### config.mk
export PLATFORM = sky130hd
export DESIGN_NAME = cpusys_board
export DESIGN_NICKNAME = d
export VERILOG_FILES = /design/src/rtl/cpu_pkg.sv /design/src/rtl/board_pkg.sv /design/src/rtl/cpu_main.sv /design/src/rtl/store_fifo.sv /design/src/rtl/hex_display.sv /design/src/rtl/cpusys_board.sv
export VERILOG_INCLUDE_DIRS = /design/src /design/src/include
export SDC_FILE = /design/constraint.sdc
export NUM_CORES = 1
export LEC_CHECK = 0
export ABC_AREA = 1
export CORE_ASPECT_RATIO = 1.1
export CORE_MARGIN = 10
export CORE_UTILIZATION = 55
export CTS_BUF_LIST = sky130_fd_sc_hd__clkbuf_8
export DETAILED_ROUTE_END_ITERATION = 10
export DONT_BUFFER_PORTS = 1
export HOLD_SLACK_MARGIN = 0.02
export MAX_ROUTING_LAYER = met4
export PLACE_DENSITY = 0.69
export SYNTH_ARGS = -nofsm -noshare
export SYNTH_HDL_FRONTEND = slang
export SYNTH_HIERARCHICAL = 1
export SYNTH_SLANG_ARGS = --single-unit
### constraint.sdc
create_clock -name clk -period 3.75 [get_ports clk]
set_input_delay 0.75 -clock clk [delete_from_list [all_inputs] [get_ports clk]]
set_output_delay 0.75 -clock clk [all_outputs]
set_load 0.01 [all_outputs]
### src/include/boot_program.svh
`ifndef BOOT_PROGRAM_SVH
`define BOOT_PROGRAM_SVH

// fibonacci boot program
// r0 current value, r1 previous value, r2 loop count, r3 scratch
localparam instr_t BOOT_ROM [ROM_DEPTH] = '{
    0:  instr_t'{OP_LDI,  2'd0, 2'd0, 8'd1},
    1:  instr_t'{OP_LDI,  2'd1, 2'd0, 8'd0},
    2:  instr_t'{OP_LDI,  2'd2, 2'd0, 8'd12},
    // loop head
    3:  instr_t'{OP_ST,   2'd0, 2'd0, DISPLAY_ADDR},
    // count goes to an address the display drops
    4:  instr_t'{OP_ST,   2'd0, 2'd2, 8'h20},
    // keep old r0 for the shift into r1
    5:  instr_t'{OP_MOV,  2'd3, 2'd0, 8'd0},
    6:  instr_t'{OP_ADD,  2'd0, 2'd1, 8'd0},
    7:  instr_t'{OP_MOV,  2'd1, 2'd3, 8'd0},
    // decrement by adding all ones
    8:  instr_t'{OP_ADDI, 2'd2, 2'd0, 8'hff},
    9:  instr_t'{OP_JNZ,  2'd0, 2'd2, 8'd3},
    10: instr_t'{OP_HALT, 2'd0, 2'd0, 8'd0},
    // unused words halt too
    default: instr_t'{OP_HALT, 2'd0, 2'd0, 8'd0}
};

`endif

### src/rtl/cpu_pkg.sv
package cpu_pkg;

    // datapath and bus widths
    localparam int DATA_W    = 8;
    localparam int ADDR_W    = 8;
    localparam int REG_W     = 2;
    localparam int NUM_REGS  = 1 << REG_W;

    // instruction rom size and program counter width
    localparam int ROM_DEPTH = 16;
    localparam int PC_W      = $clog2(ROM_DEPTH);

    // memory mapped address shown on the two digits
    localparam logic [ADDR_W-1:0] DISPLAY_ADDR = 8'h14;

    // halt is zero so an empty rom word stops the core
    typedef enum logic [3:0] {
        OP_HALT = 4'h0,
        OP_LDI  = 4'h1,
        OP_ADD  = 4'h2,
        OP_ADDI = 4'h3,
        OP_MOV  = 4'h4,
        OP_ST   = 4'h5,
        OP_JNZ  = 4'h6
    } opcode_t;

    // one 16 bit instruction word
    typedef struct packed {
        opcode_t           op;
        logic [REG_W-1:0]  rd;
        logic [REG_W-1:0]  rs;
        // immediate, store address or jump target
        logic [DATA_W-1:0] imm;
    } instr_t;

    // a single memory mapped write
    typedef struct packed {
        logic [ADDR_W-1:0] addr;
        logic [DATA_W-1:0] data;
    } store_rec_t;

endpackage

### src/rtl/board_pkg.sv
package board_pkg;

    // store buffer size, also the cpu's starting credit count
    localparam int FIFO_DEPTH = 4;
    localparam int FIFO_PTR_W = $clog2(FIFO_DEPTH);
    localparam int FIFO_CNT_W = $clog2(FIFO_DEPTH + 1);

    // enable ticks each shown value is held
    localparam int HOLD_TICKS = 4;
    localparam int HOLD_W     = $clog2(HOLD_TICKS + 1);

    // flops in the reset button synchronizer
    localparam int RESET_SYNC_STAGES = 2;

    // segments A..G from msb to lsb, active low
    typedef logic [6:0] seg7_t;

    localparam seg7_t BLANK_SEG = 7'h7f;

    // standard hex digit patterns
    function automatic seg7_t hex_to_seg(input logic [3:0] nib);
        case (nib)
            4'h0: return 7'h01;
            4'h1: return 7'h4f;
            4'h2: return 7'h12;
            4'h3: return 7'h06;
            4'h4: return 7'h4c;
            4'h5: return 7'h24;
            4'h6: return 7'h20;
            4'h7: return 7'h0f;
            4'h8: return 7'h00;
            4'h9: return 7'h04;
            4'ha: return 7'h08;
            4'hb: return 7'h60;
            4'hc: return 7'h31;
            4'hd: return 7'h42;
            4'he: return 7'h30;
            default: return 7'h38;
        endcase
    endfunction

endpackage

### src/rtl/cpu_main.sv
`timescale 1ns/1ps

module cpu_main (
    input  logic                clk,
    input  logic                reset,
    input  logic                i_exec_en,
    input  logic                i_credit,
    output cpu_pkg::store_rec_t o_store,
    output logic                o_store_valid,
    output logic                o_halted
);
    import cpu_pkg::*;
    import board_pkg::*;

    `include "boot_program.svh"

    // architectural state
    logic [PC_W-1:0]       pc;
    logic [DATA_W-1:0]     regs [NUM_REGS];

    // free slots left in the store buffer
    logic [FIFO_CNT_W-1:0] credits;

    // decode helpers
    instr_t                instr;
    logic [DATA_W-1:0]     rd_val;
    logic [DATA_W-1:0]     rs_val;
    logic                  step;
    logic                  st_stall;
    logic                  spend;

    always_comb begin
        // rom read is asynchronous
        instr    = BOOT_ROM[pc];
        rd_val   = regs[instr.rd];
        rs_val   = regs[instr.rs];
        // nothing executes once halted
        step     = i_exec_en && !o_halted;
        // store with no credit left waits
        st_stall = (instr.op == OP_ST) && (credits == '0);
        spend    = step && (instr.op == OP_ST) && !st_stall;
    end

    // store record leaves in the same cycle the credit is spent
    assign o_store_valid = spend;
    assign o_store       = '{addr: instr.imm, data: rs_val};

    always_ff @(posedge clk) begin
        if (reset) begin
            // buffer starts empty
            credits <= FIFO_CNT_W'(FIFO_DEPTH);
        end else begin
            case ({spend, i_credit})
                2'b10: credits <= credits - 1'b1;
                2'b01: credits <= credits + 1'b1;
                // spend and return together cancel
                default: credits <= credits;
            endcase
        end
    end

    // program counter and halt flag
    always_ff @(posedge clk) begin
        if (reset) begin
            pc       <= '0;
            o_halted <= 1'b0;
        end else if (step) begin
            case (instr.op)
                OP_HALT: begin
                    // pc parks on the halt word
                    o_halted <= 1'b1;
                end
                OP_JNZ: begin
                    if (rs_val != '0) begin
                        pc <= instr.imm[PC_W-1:0];
                    end else begin
                        pc <= pc + 1'b1;
                    end
                end
                OP_ST: begin
                    // stalled store retries on the next enable
                    if (!st_stall) begin
                        pc <= pc + 1'b1;
                    end
                end
                default: begin
                    pc <= pc + 1'b1;
                end
            endcase
        end
    end

    // register file writeback
    always_ff @(posedge clk) begin
        if (step) begin
            case (instr.op)
                OP_LDI: begin
                    regs[instr.rd] <= instr.imm;
                end
                OP_ADD: begin
                    regs[instr.rd] <= rd_val + rs_val;
                end
                OP_ADDI: begin
                    // wraps at 8 bits, 0xff acts as minus one
                    regs[instr.rd] <= rd_val + instr.imm;
                end
                OP_MOV: begin
                    regs[instr.rd] <= rs_val;
                end
                default: begin
                    // st, jnz and halt leave registers alone
                end
            endcase
        end
    end

endmodule

### src/rtl/store_fifo.sv
`timescale 1ns/1ps

module store_fifo (
    input  logic                clk,
    input  logic                reset,
    input  cpu_pkg::store_rec_t i_store,
    input  logic                i_store_valid,
    input  logic                i_take,
    output cpu_pkg::store_rec_t o_head,
    output logic                o_head_valid,
    output logic                o_credit
);
    import cpu_pkg::*;
    import board_pkg::*;

    // record storage
    store_rec_t            mem [FIFO_DEPTH];

    logic [FIFO_PTR_W-1:0] wr_ptr;
    logic [FIFO_PTR_W-1:0] rd_ptr;
    logic [FIFO_CNT_W-1:0] count;
    logic                  push;
    logic                  pop;

    // the credit scheme keeps writes away from a full buffer
    assign push = i_store_valid;
    // ignore a take against an empty buffer
    assign pop  = i_take && o_head_valid;

    // head is visible the cycle after its write
    assign o_head       = mem[rd_ptr];
    assign o_head_valid = (count != '0);

    always_ff @(posedge clk) begin
        if (push) begin
            mem[wr_ptr] <= i_store;
        end
    end

    // pointers wrap on their own since depth is a power of two
    always_ff @(posedge clk) begin
        if (reset) begin
            wr_ptr   <= '0;
            rd_ptr   <= '0;
            count    <= '0;
            o_credit <= 1'b0;
        end else begin
            if (push) begin
                wr_ptr <= wr_ptr + 1'b1;
            end
            if (pop) begin
                rd_ptr <= rd_ptr + 1'b1;
            end
            case ({push, pop})
                2'b10: count <= count + 1'b1;
                2'b01: count <= count - 1'b1;
                default: count <= count;
            endcase
            // one credit back per record taken
            o_credit <= pop;
        end
    end

endmodule

### src/rtl/hex_display.sv
`timescale 1ns/1ps

module hex_display (
    input  logic                clk,
    input  logic                reset,
    input  logic                i_exec_en,
    input  cpu_pkg::store_rec_t i_head,
    input  logic                i_head_valid,
    output logic                o_take,
    output board_pkg::seg7_t    o_seg_high,
    output board_pkg::seg7_t    o_seg_low
);
    import cpu_pkg::*;
    import board_pkg::*;

    typedef enum logic [0:0] {
        DISP_IDLE,
        DISP_HOLD
    } disp_state_t;

    disp_state_t       state;
    logic [HOLD_W-1:0] hold_cnt;
    logic              is_disp;

    // last shown byte
    logic [DATA_W-1:0] value;
    // digits stay blank until the first display store
    logic              shown;

    assign is_disp = (i_head.addr == DISPLAY_ADDR);

    // pop whenever idle, other addresses are simply discarded
    assign o_take = (state == DISP_IDLE) && i_head_valid;

    always_ff @(posedge clk) begin
        if (reset) begin
            state    <= DISP_IDLE;
            hold_cnt <= '0;
            shown    <= 1'b0;
        end else begin
            case (state)
                DISP_IDLE: begin
                    if (o_take && is_disp) begin
                        state    <= DISP_HOLD;
                        hold_cnt <= HOLD_W'(HOLD_TICKS);
                        shown    <= 1'b1;
                    end
                end
                DISP_HOLD: begin
                    // count enable ticks, not clocks
                    if (i_exec_en) begin
                        hold_cnt <= hold_cnt - 1'b1;
                        if (hold_cnt == HOLD_W'(1)) begin
                            state <= DISP_IDLE;
                        end
                    end
                end
                default: begin
                    state <= DISP_IDLE;
                end
            endcase
        end
    end

    // latch the byte on the take
    always_ff @(posedge clk) begin
        if (o_take && is_disp) begin
            value <= i_head.data;
        end
    end

    // nibble decode
    assign o_seg_high = shown ? hex_to_seg(value[7:4]) : BLANK_SEG;
    assign o_seg_low  = shown ? hex_to_seg(value[3:0]) : BLANK_SEG;

endmodule

### src/rtl/cpusys_board.sv
`timescale 1ns/1ps

module cpusys_board #(
    parameter int CLK_DIV_BITS = 20
) (
    input  logic             clk,
    input  logic             reset,
    output logic             o_halt_led,
    output board_pkg::seg7_t o_segment1,
    output board_pkg::seg7_t o_segment2
);
    import cpu_pkg::*;
    import board_pkg::*;

    // button synchronizer chain, msb is the internal reset
    logic [RESET_SYNC_STAGES-1:0] reset_sync;
    logic                         sys_reset;

    // execute enable divider
    logic [CLK_DIV_BITS-1:0]      div_cnt;
    logic                         exec_en;

    // cpu to buffer
    store_rec_t                   store;
    logic                         store_valid;
    logic                         credit;

    // buffer to display
    store_rec_t                   head;
    logic                         head_valid;
    logic                         take;

    logic                         halted;

    always_ff @(posedge clk) begin
        reset_sync <= {reset_sync[RESET_SYNC_STAGES-2:0], reset};
    end

    assign sys_reset = reset_sync[RESET_SYNC_STAGES-1];

    // one pulse every 2^CLK_DIV_BITS clocks
    always_ff @(posedge clk) begin
        if (sys_reset) begin
            div_cnt <= '0;
            exec_en <= 1'b0;
        end else begin
            div_cnt <= div_cnt + 1'b1;
            exec_en <= (div_cnt == '0);
        end
    end

    cpu_main u_cpu_main (
        .clk           (clk),
        .reset         (sys_reset),
        .i_exec_en     (exec_en),
        .i_credit      (credit),
        .o_store       (store),
        .o_store_valid (store_valid),
        .o_halted      (halted)
    );

    store_fifo u_store_fifo (
        .clk           (clk),
        .reset         (sys_reset),
        .i_store       (store),
        .i_store_valid (store_valid),
        .i_take        (take),
        .o_head        (head),
        .o_head_valid  (head_valid),
        .o_credit      (credit)
    );

    // segment1 is the high digit
    hex_display u_hex_display (
        .clk          (clk),
        .reset        (sys_reset),
        .i_exec_en    (exec_en),
        .i_head       (head),
        .i_head_valid (head_valid),
        .o_take       (take),
        .o_seg_high   (o_segment1),
        .o_seg_low    (o_segment2)
    );

    // led lights once the core halts
    assign o_halt_led = halted;

endmodule

Yosys cells after proc, flatten, opt, wreduce, memory -nomap -nowiden
Memories as Yosys holds them, arrays and structs flattened. A register that Yosys moved wholly into a read port is not among the register bits.
Cells that the tools add are included.

cells by class
  $lt $le $gt $ge = 1
  add/subtract/negate cells = 11
  multiplexer cells = 37
  reductions and logical operators = 20
  equal/unequal tests = 15
  bitwise logic cells = 6

operators by type and width
  operator               number
  $mux 16                2
  $mux 8                 3
  $add 20x1->20 const B  1
  $logic_not 20->1       1
  $pmux 3 s2             3
  $mux 1                 17
  $add 8x8->8            2
  $mux 4                 4
  $mux 7                 2
  $eq 4x3->1 const B     3
  $pmux 4 s3             1
  $sub 3x1->3 const B    3
  $eq 4x2->1 const B     2
  $eq 8x5->1 const B     1
  $reduce_bool 8->1      1
  $logic_and 1x1->1      7
  $add 3x1->3 const B    2
  $mux 3                 2
  $ne 2x2->1 const B     3
  $reduce_and 2->1       3
  $ge 5x5->1 const B     1
  $not 4->5              1
  $add 2x1->2 const B    2
  $add 4x1->4 const B    1
  14 further kinds       22

storage, ports and cells
  RAM bits = 96
  memories kept = 5
  logic and storage cells = 109
  bits in registers = 52
  bits in read-only memories = 480
  bits of input ports = 2

memory list
  name              words  width  rd ports  clocked after Yosys merged registers in  write ports  RTL line          RTL
  (no name shown)   16     16     1         0                                        0            cpu_main.sv:34    instr = BOOT_ROM[pc];
  (no name shown)   16     7      1         1                                        0            board_pkg.sv:22   case (nib)
  (no name shown)   16     7      1         1                                        0            board_pkg.sv:22
  u_store_fifo.mem  4      16     1         1                                        1            store_fifo.sv:17  store_rec_t mem [FIFO_DEPTH];
  u_cpu_main.regs   4      8      2         0                                        1            cpu_main.sv:19    logic [DATA_W-1:0] regs [NUM_REGS];

Depth between registers and ports, before layout
  depth after elaboration = 11
  mapped depth = 23
  mapped depth without buffers = 22

Hierarchy
Netlist, hierarchy kept.

modules (own cells, without submodules)
  module        times used  cells each  area an instance (µm²)
  cpu_main      1           427         3397.0
  store_fifo    1           221         2844.0
  hex_display   1           240         1835.5
  cpusys_board  1           162         1122.3

Worst setup path before layout
OpenSTA, ideal clock, no wires.

  kind = reg-to-reg
  start point = reg u_cpu_main.pc[1]
  end point = mem u_cpu_main.regs[0][6] (data pin)
  data required time = 3473 ps
  cell stages (with the launch flop) = 20
  buffers on the path = 0
  setup slack = 536 ps
  data arrival time = 2937 ps
  cells stage by stage = dfxtp_1 inv_1 ha_1 nand3_2 nand2_4 inv_1 nor2_1 inv_1 o21a_1 o221ai_1 inv_1 ha_1 fa_1 a31oi_1 nor2_1 o21ai_0 nand2_1 xor2_1 nand2_1 nand3_1

on the way
  word-level cells in the longest chain between the ends = 11

ends and longest elaborated chain
  what                                                                 RTL line        RTL
  start, declared                                                      cpu_main.sv:18  logic [PC_W-1:0] pc;
  start signal, assigned                                               cpu_main.sv:75  pc <= instr.imm[PC_W-1:0];
  start signal, assigned                                               cpu_main.sv:77  pc <= pc + 1'b1;
  start signal, assigned                                               cpu_main.sv:83  pc <= pc + 1'b1;
  $not 4->5 (implied by the code) (*)                                  cpu_main.sv:34
  $mem_v2 16x16 (*)                                                    n/a
  $mux 16 (implied by the code) (*) (2 in a row)                       cpu_main.sv:34
  parallel branches: the longest is 6 deep, another holds $mem_v2 4x8  n/a
  $mux 8 (no line) (*)                                                 n/a
  end, declared                                                        cpu_main.sv:19

Every way passes the cells marked *. The select of a mux whose other input is x is not followed.

Final worst setup path
  start point = reg u_cpu_main.pc[0]
  end point = mem u_cpu_main.regs[0][7] (data pin)

Same word-level chain as after synthesis.

==> impl_metrics.py <==
metrics = {
    "floorplan": {
        "rows": 49,
        "io_pins": 17,
        "die-area_sq_mm": 0.0223,
        "start_util": 0.562,
        "fp.dieH_microns": 156,
        "core_sq_mm": 0.0164,
        "die_x_microns": 143,
    },
    "yosys": {
        "synth_top_flop_cell": "edfxtp_1",
        "synth_top_area_share": 0.339,
        "synthMuxAreaShare": 0,
        "ys_top_cells_by_area": "edfxtp_1 34%, dfxtp_1 13%, nand2_1 8.9%",
        "synthesis.area_sq_mm": 0.00920,
        "async_reset_ff_frac": 0,
        "synth.distinct_cells": 52,
        "synthXorXnorAreaFrac": 0.0133,
        "yosys.area_share.simple": 0.280,
        "synth-compound-area-share": 0.0967,
        "yosysTopAreaCell": "edfxtp_1",
        "synth_nets": 1096,
        "synth.avg_cell_area_sq_um": 8.76,
        "synth_seq_area_share": 0.470,
        "netlist_instances": 1050,
        "synth_top_family_by_area": "simple AND/OR/NAND/NOR gates",
        "yosys_register_bits": 164,
        "yosysWarnings": 6,
        "synthAdderAreaFrac": 0.0623,
        "synth_edf_count": 104,
    },
    "clocking": {
        "clk_pin_slew_ns": 0.08,
        "cts_hold_buf": 0,
        "clockBufferDepth": 2,
        "root_buffer": "clkbuf_8",
        "cts_setup_buffers": 0,
        "htree_levels": 4,
        "cts.sinks": 164,
        "cts_buffers": 17,
        "cts_tree": "done",
        "clk_latency_ns": 0.45,
    },
    "cells_and_area": {
        "fillCellCount": 1404,
        "drive_above_1_share": 0.152,
        "fin_nets": 1115,
        "n_antenna_cell": 0,
        "stdcell_count": 1286,
        "multi_input_area_sq_mm": 0.00418,
        "seq_area_sq_mm": 0.00433,
        "area_growth_pct": 7.40,
    },
    "route": {
        "drtPass1Iterations": 6,
        "drt_iter0_drc": 547,
        "wirelength_mm": 19.6,
        "viasPerCell": 5.38,
        "antenna_left": 0,
        "post-route-drc-count": 0,
        "wl_per_cell_microns": 15.2,
        "num_vias": 6924,
    },
    "timing": {
        "fin_hold_ws_ns": 0.327,
        "hold_viol": 0,
        "setup_ws_ns": 0.304,
        "period_needed_ns": 3.45,
        "slew_headroom": 0.428,
        "finalSetupViolCount": 0,
        "finalClockSkew_ns": 0.0117,
        "max_freq_ghz": 0.290,
        "rsz0062_at_grt": "false",
        "tightest_slew_ns": 0.850,
        "setup_tns_ns": 0,
        "drv_slew": 0,
        "finalCritPeriodShare": 0.919,
    },
    "placement": {
        "dp_cells": 1254,
        "preCtsSetupSlack_ns": 0.150,
        "gp_congestion": 0.906,
        "hpwl_mm": 14.3,
        "port_buffers": 0,
    },
    "global_route": {
        "antenna_found_initial": 0,
        "grt_pass1_wl_mm": 32.8,
        "grt_usage": 0.188,
        "grt_overflow": 0,
        "grt_max_degree": 33,
        "grt_pass1_vias": 6615,
    },
    "critical_path": {
        "crit_arrival_ns": 3.61,
        "end_kind": "register",
        "r2r.worst_path.cells": 20,
        "start_kind": "register",
        "critPathKind": "register to register",
        "required_ns": 3.92,
        "crit_fanout": 8,
    },
    "run": {
        "drv_cap": 0,
    },
    "status": {
        "outcome": "finished, final reports clean",
    },
    "hold_path": {
        "hold_path_class": "primary input to register",
        "hold_depth": 0,
    },
    "power_and_ir_drop": {
        "ir_drop_mv": 0.308,
        "power_density_mw_per_mm2": 449,
        "leakage_nw": 4.26,
        "power.total_w": 0.00443,
    },
}
## layer usage
layer	up-vias	global-route usage	share of wire
li1	3531	-	-
met1	3208	0.231	0.45
met2	163	0.313	0.50
met3	22	0.0356	0.044
met4	0	0.0506	0.013
met5	-	-	0
## sequential cells by signal, indices dropped and copies added (netlist names), 3 cells and up, named ones only
signal,cells
u_cpu_main/regs,32
u_hex_display/value,8
u_cpu_main/pc,4
u_cpu_main/credits,3
u_store_fifo/mem,64
u_store_fifo/count,3
u_hex_display/hold_cnt,3
div_cnt,20
## worst max-delay path: stages (launching register included)
cell and delay (ns):
dfxtp_2 0.45, inv_1 0.10, ha_1 0.25, nand2_1 0.12
nand3_2 0.15, nor2_2 0.17, inv_1 0.11, o221ai_1 0.18
inv_1 0.11, ha_1 0.35, a21oi_1 0.16, nand2_1 0.08
nand2_1 0.06, nand2_1 0.04, a21oi_1 0.19, or2_2 0.16
nand2_1 0.05, a21oi_1 0.16, xor2_1 0.09, nand2_1 0.06
nand3_1 0.13
## where the power goes
group          leakage (nW)  internal [W]  switching (W)
Combinational          2.61      0.000366       0.000728
Sequential             1.45       0.00202      0.0000352
Clock                 0.198      0.000651       0.000633
Total                  4.26       0.00304        0.00140
## cell usage in the layout, fill, tap and decap left out, types with 22 or more instances in the layout
cell and instances:
nand2_2 22, o21ai_0 26, inv_1 129, nor2_1 100, edfxtp_1 104, nand2_1 219, a21oi_1 44, o21ai_1 36
dfxtp_1 58, nand3_1 77, ha_1 39
## Yosys cell counts, types with 3 or more instances
cell and n:
nand3_1 77, nor3_1 7, o21ai_2 4, nand3b_1 4, o221ai_1 7, nand4_1 11
nor2_2 5, nor2_8 3, o22ai_1 17, nand2_4 13, xor2_1 12, buf_4 6
inv_1 129, fa_1 3, buf_6 6, nor4_1 3, nand3_2 13, nand2_1 219
o21ai_0 26, a21oi_1 44, edfxtp_1 104, a22oi_1 3, inv_2 12, or2_2 16
buf_2 8, nor2_1 101, dfxtp_1 60, ha_1 41, o21ai_1 36, nand2_2 22
nor2_4 8
## logic make-up (layout without fill, tap and decap cells)
logic type      count (synthesis)  in the layout
compound gates                153            153
simple gates                  511            511
flops                         164            164
fa+ha+maj                      44             44
buf+inv                       164            196
xor+xnor                       14             14
## per-stage QoR
step / utilization / area [sq um]
global route: 0.604 / 9880
finish: 0.604 / 9880
CTS: 0.602 / 9850
global placement: 0.578 / 9460
floorplan: - / 9200
detailed placement: 0.578 / 9460
## cell type report
type,count,share of cell area
Sequential cell,164,0.438
Multi-Input combinational cell,722,0.424
Clock inverter,15,0.0166
Inverter,142,0.0545
Timing Repair Buffer,22,0.0180
Tap cell,204,0.0258
Clock buffer,17,0.0237
## final timing paths
kind	slack, ns	endpoint	start
worst min-delay path	0.33	reset_sync[0]	reset
worst max register to register	0.30	u_cpu_main/regs[0][7]	u_cpu_main/pc[0]
worst min register to register	0.33	reset_sync[1]	reset_sync[0]
worst max-delay path	0.30	u_cpu_main/regs[0][7]	u_cpu_main/pc[0]
## what timing repair did
action	4_1_cts	5_1_grt
hold endpoints to repair	0	0
resized for setup	0	8
setup endpoints to repair	0	16
Power figures use the tool's default switching activity.
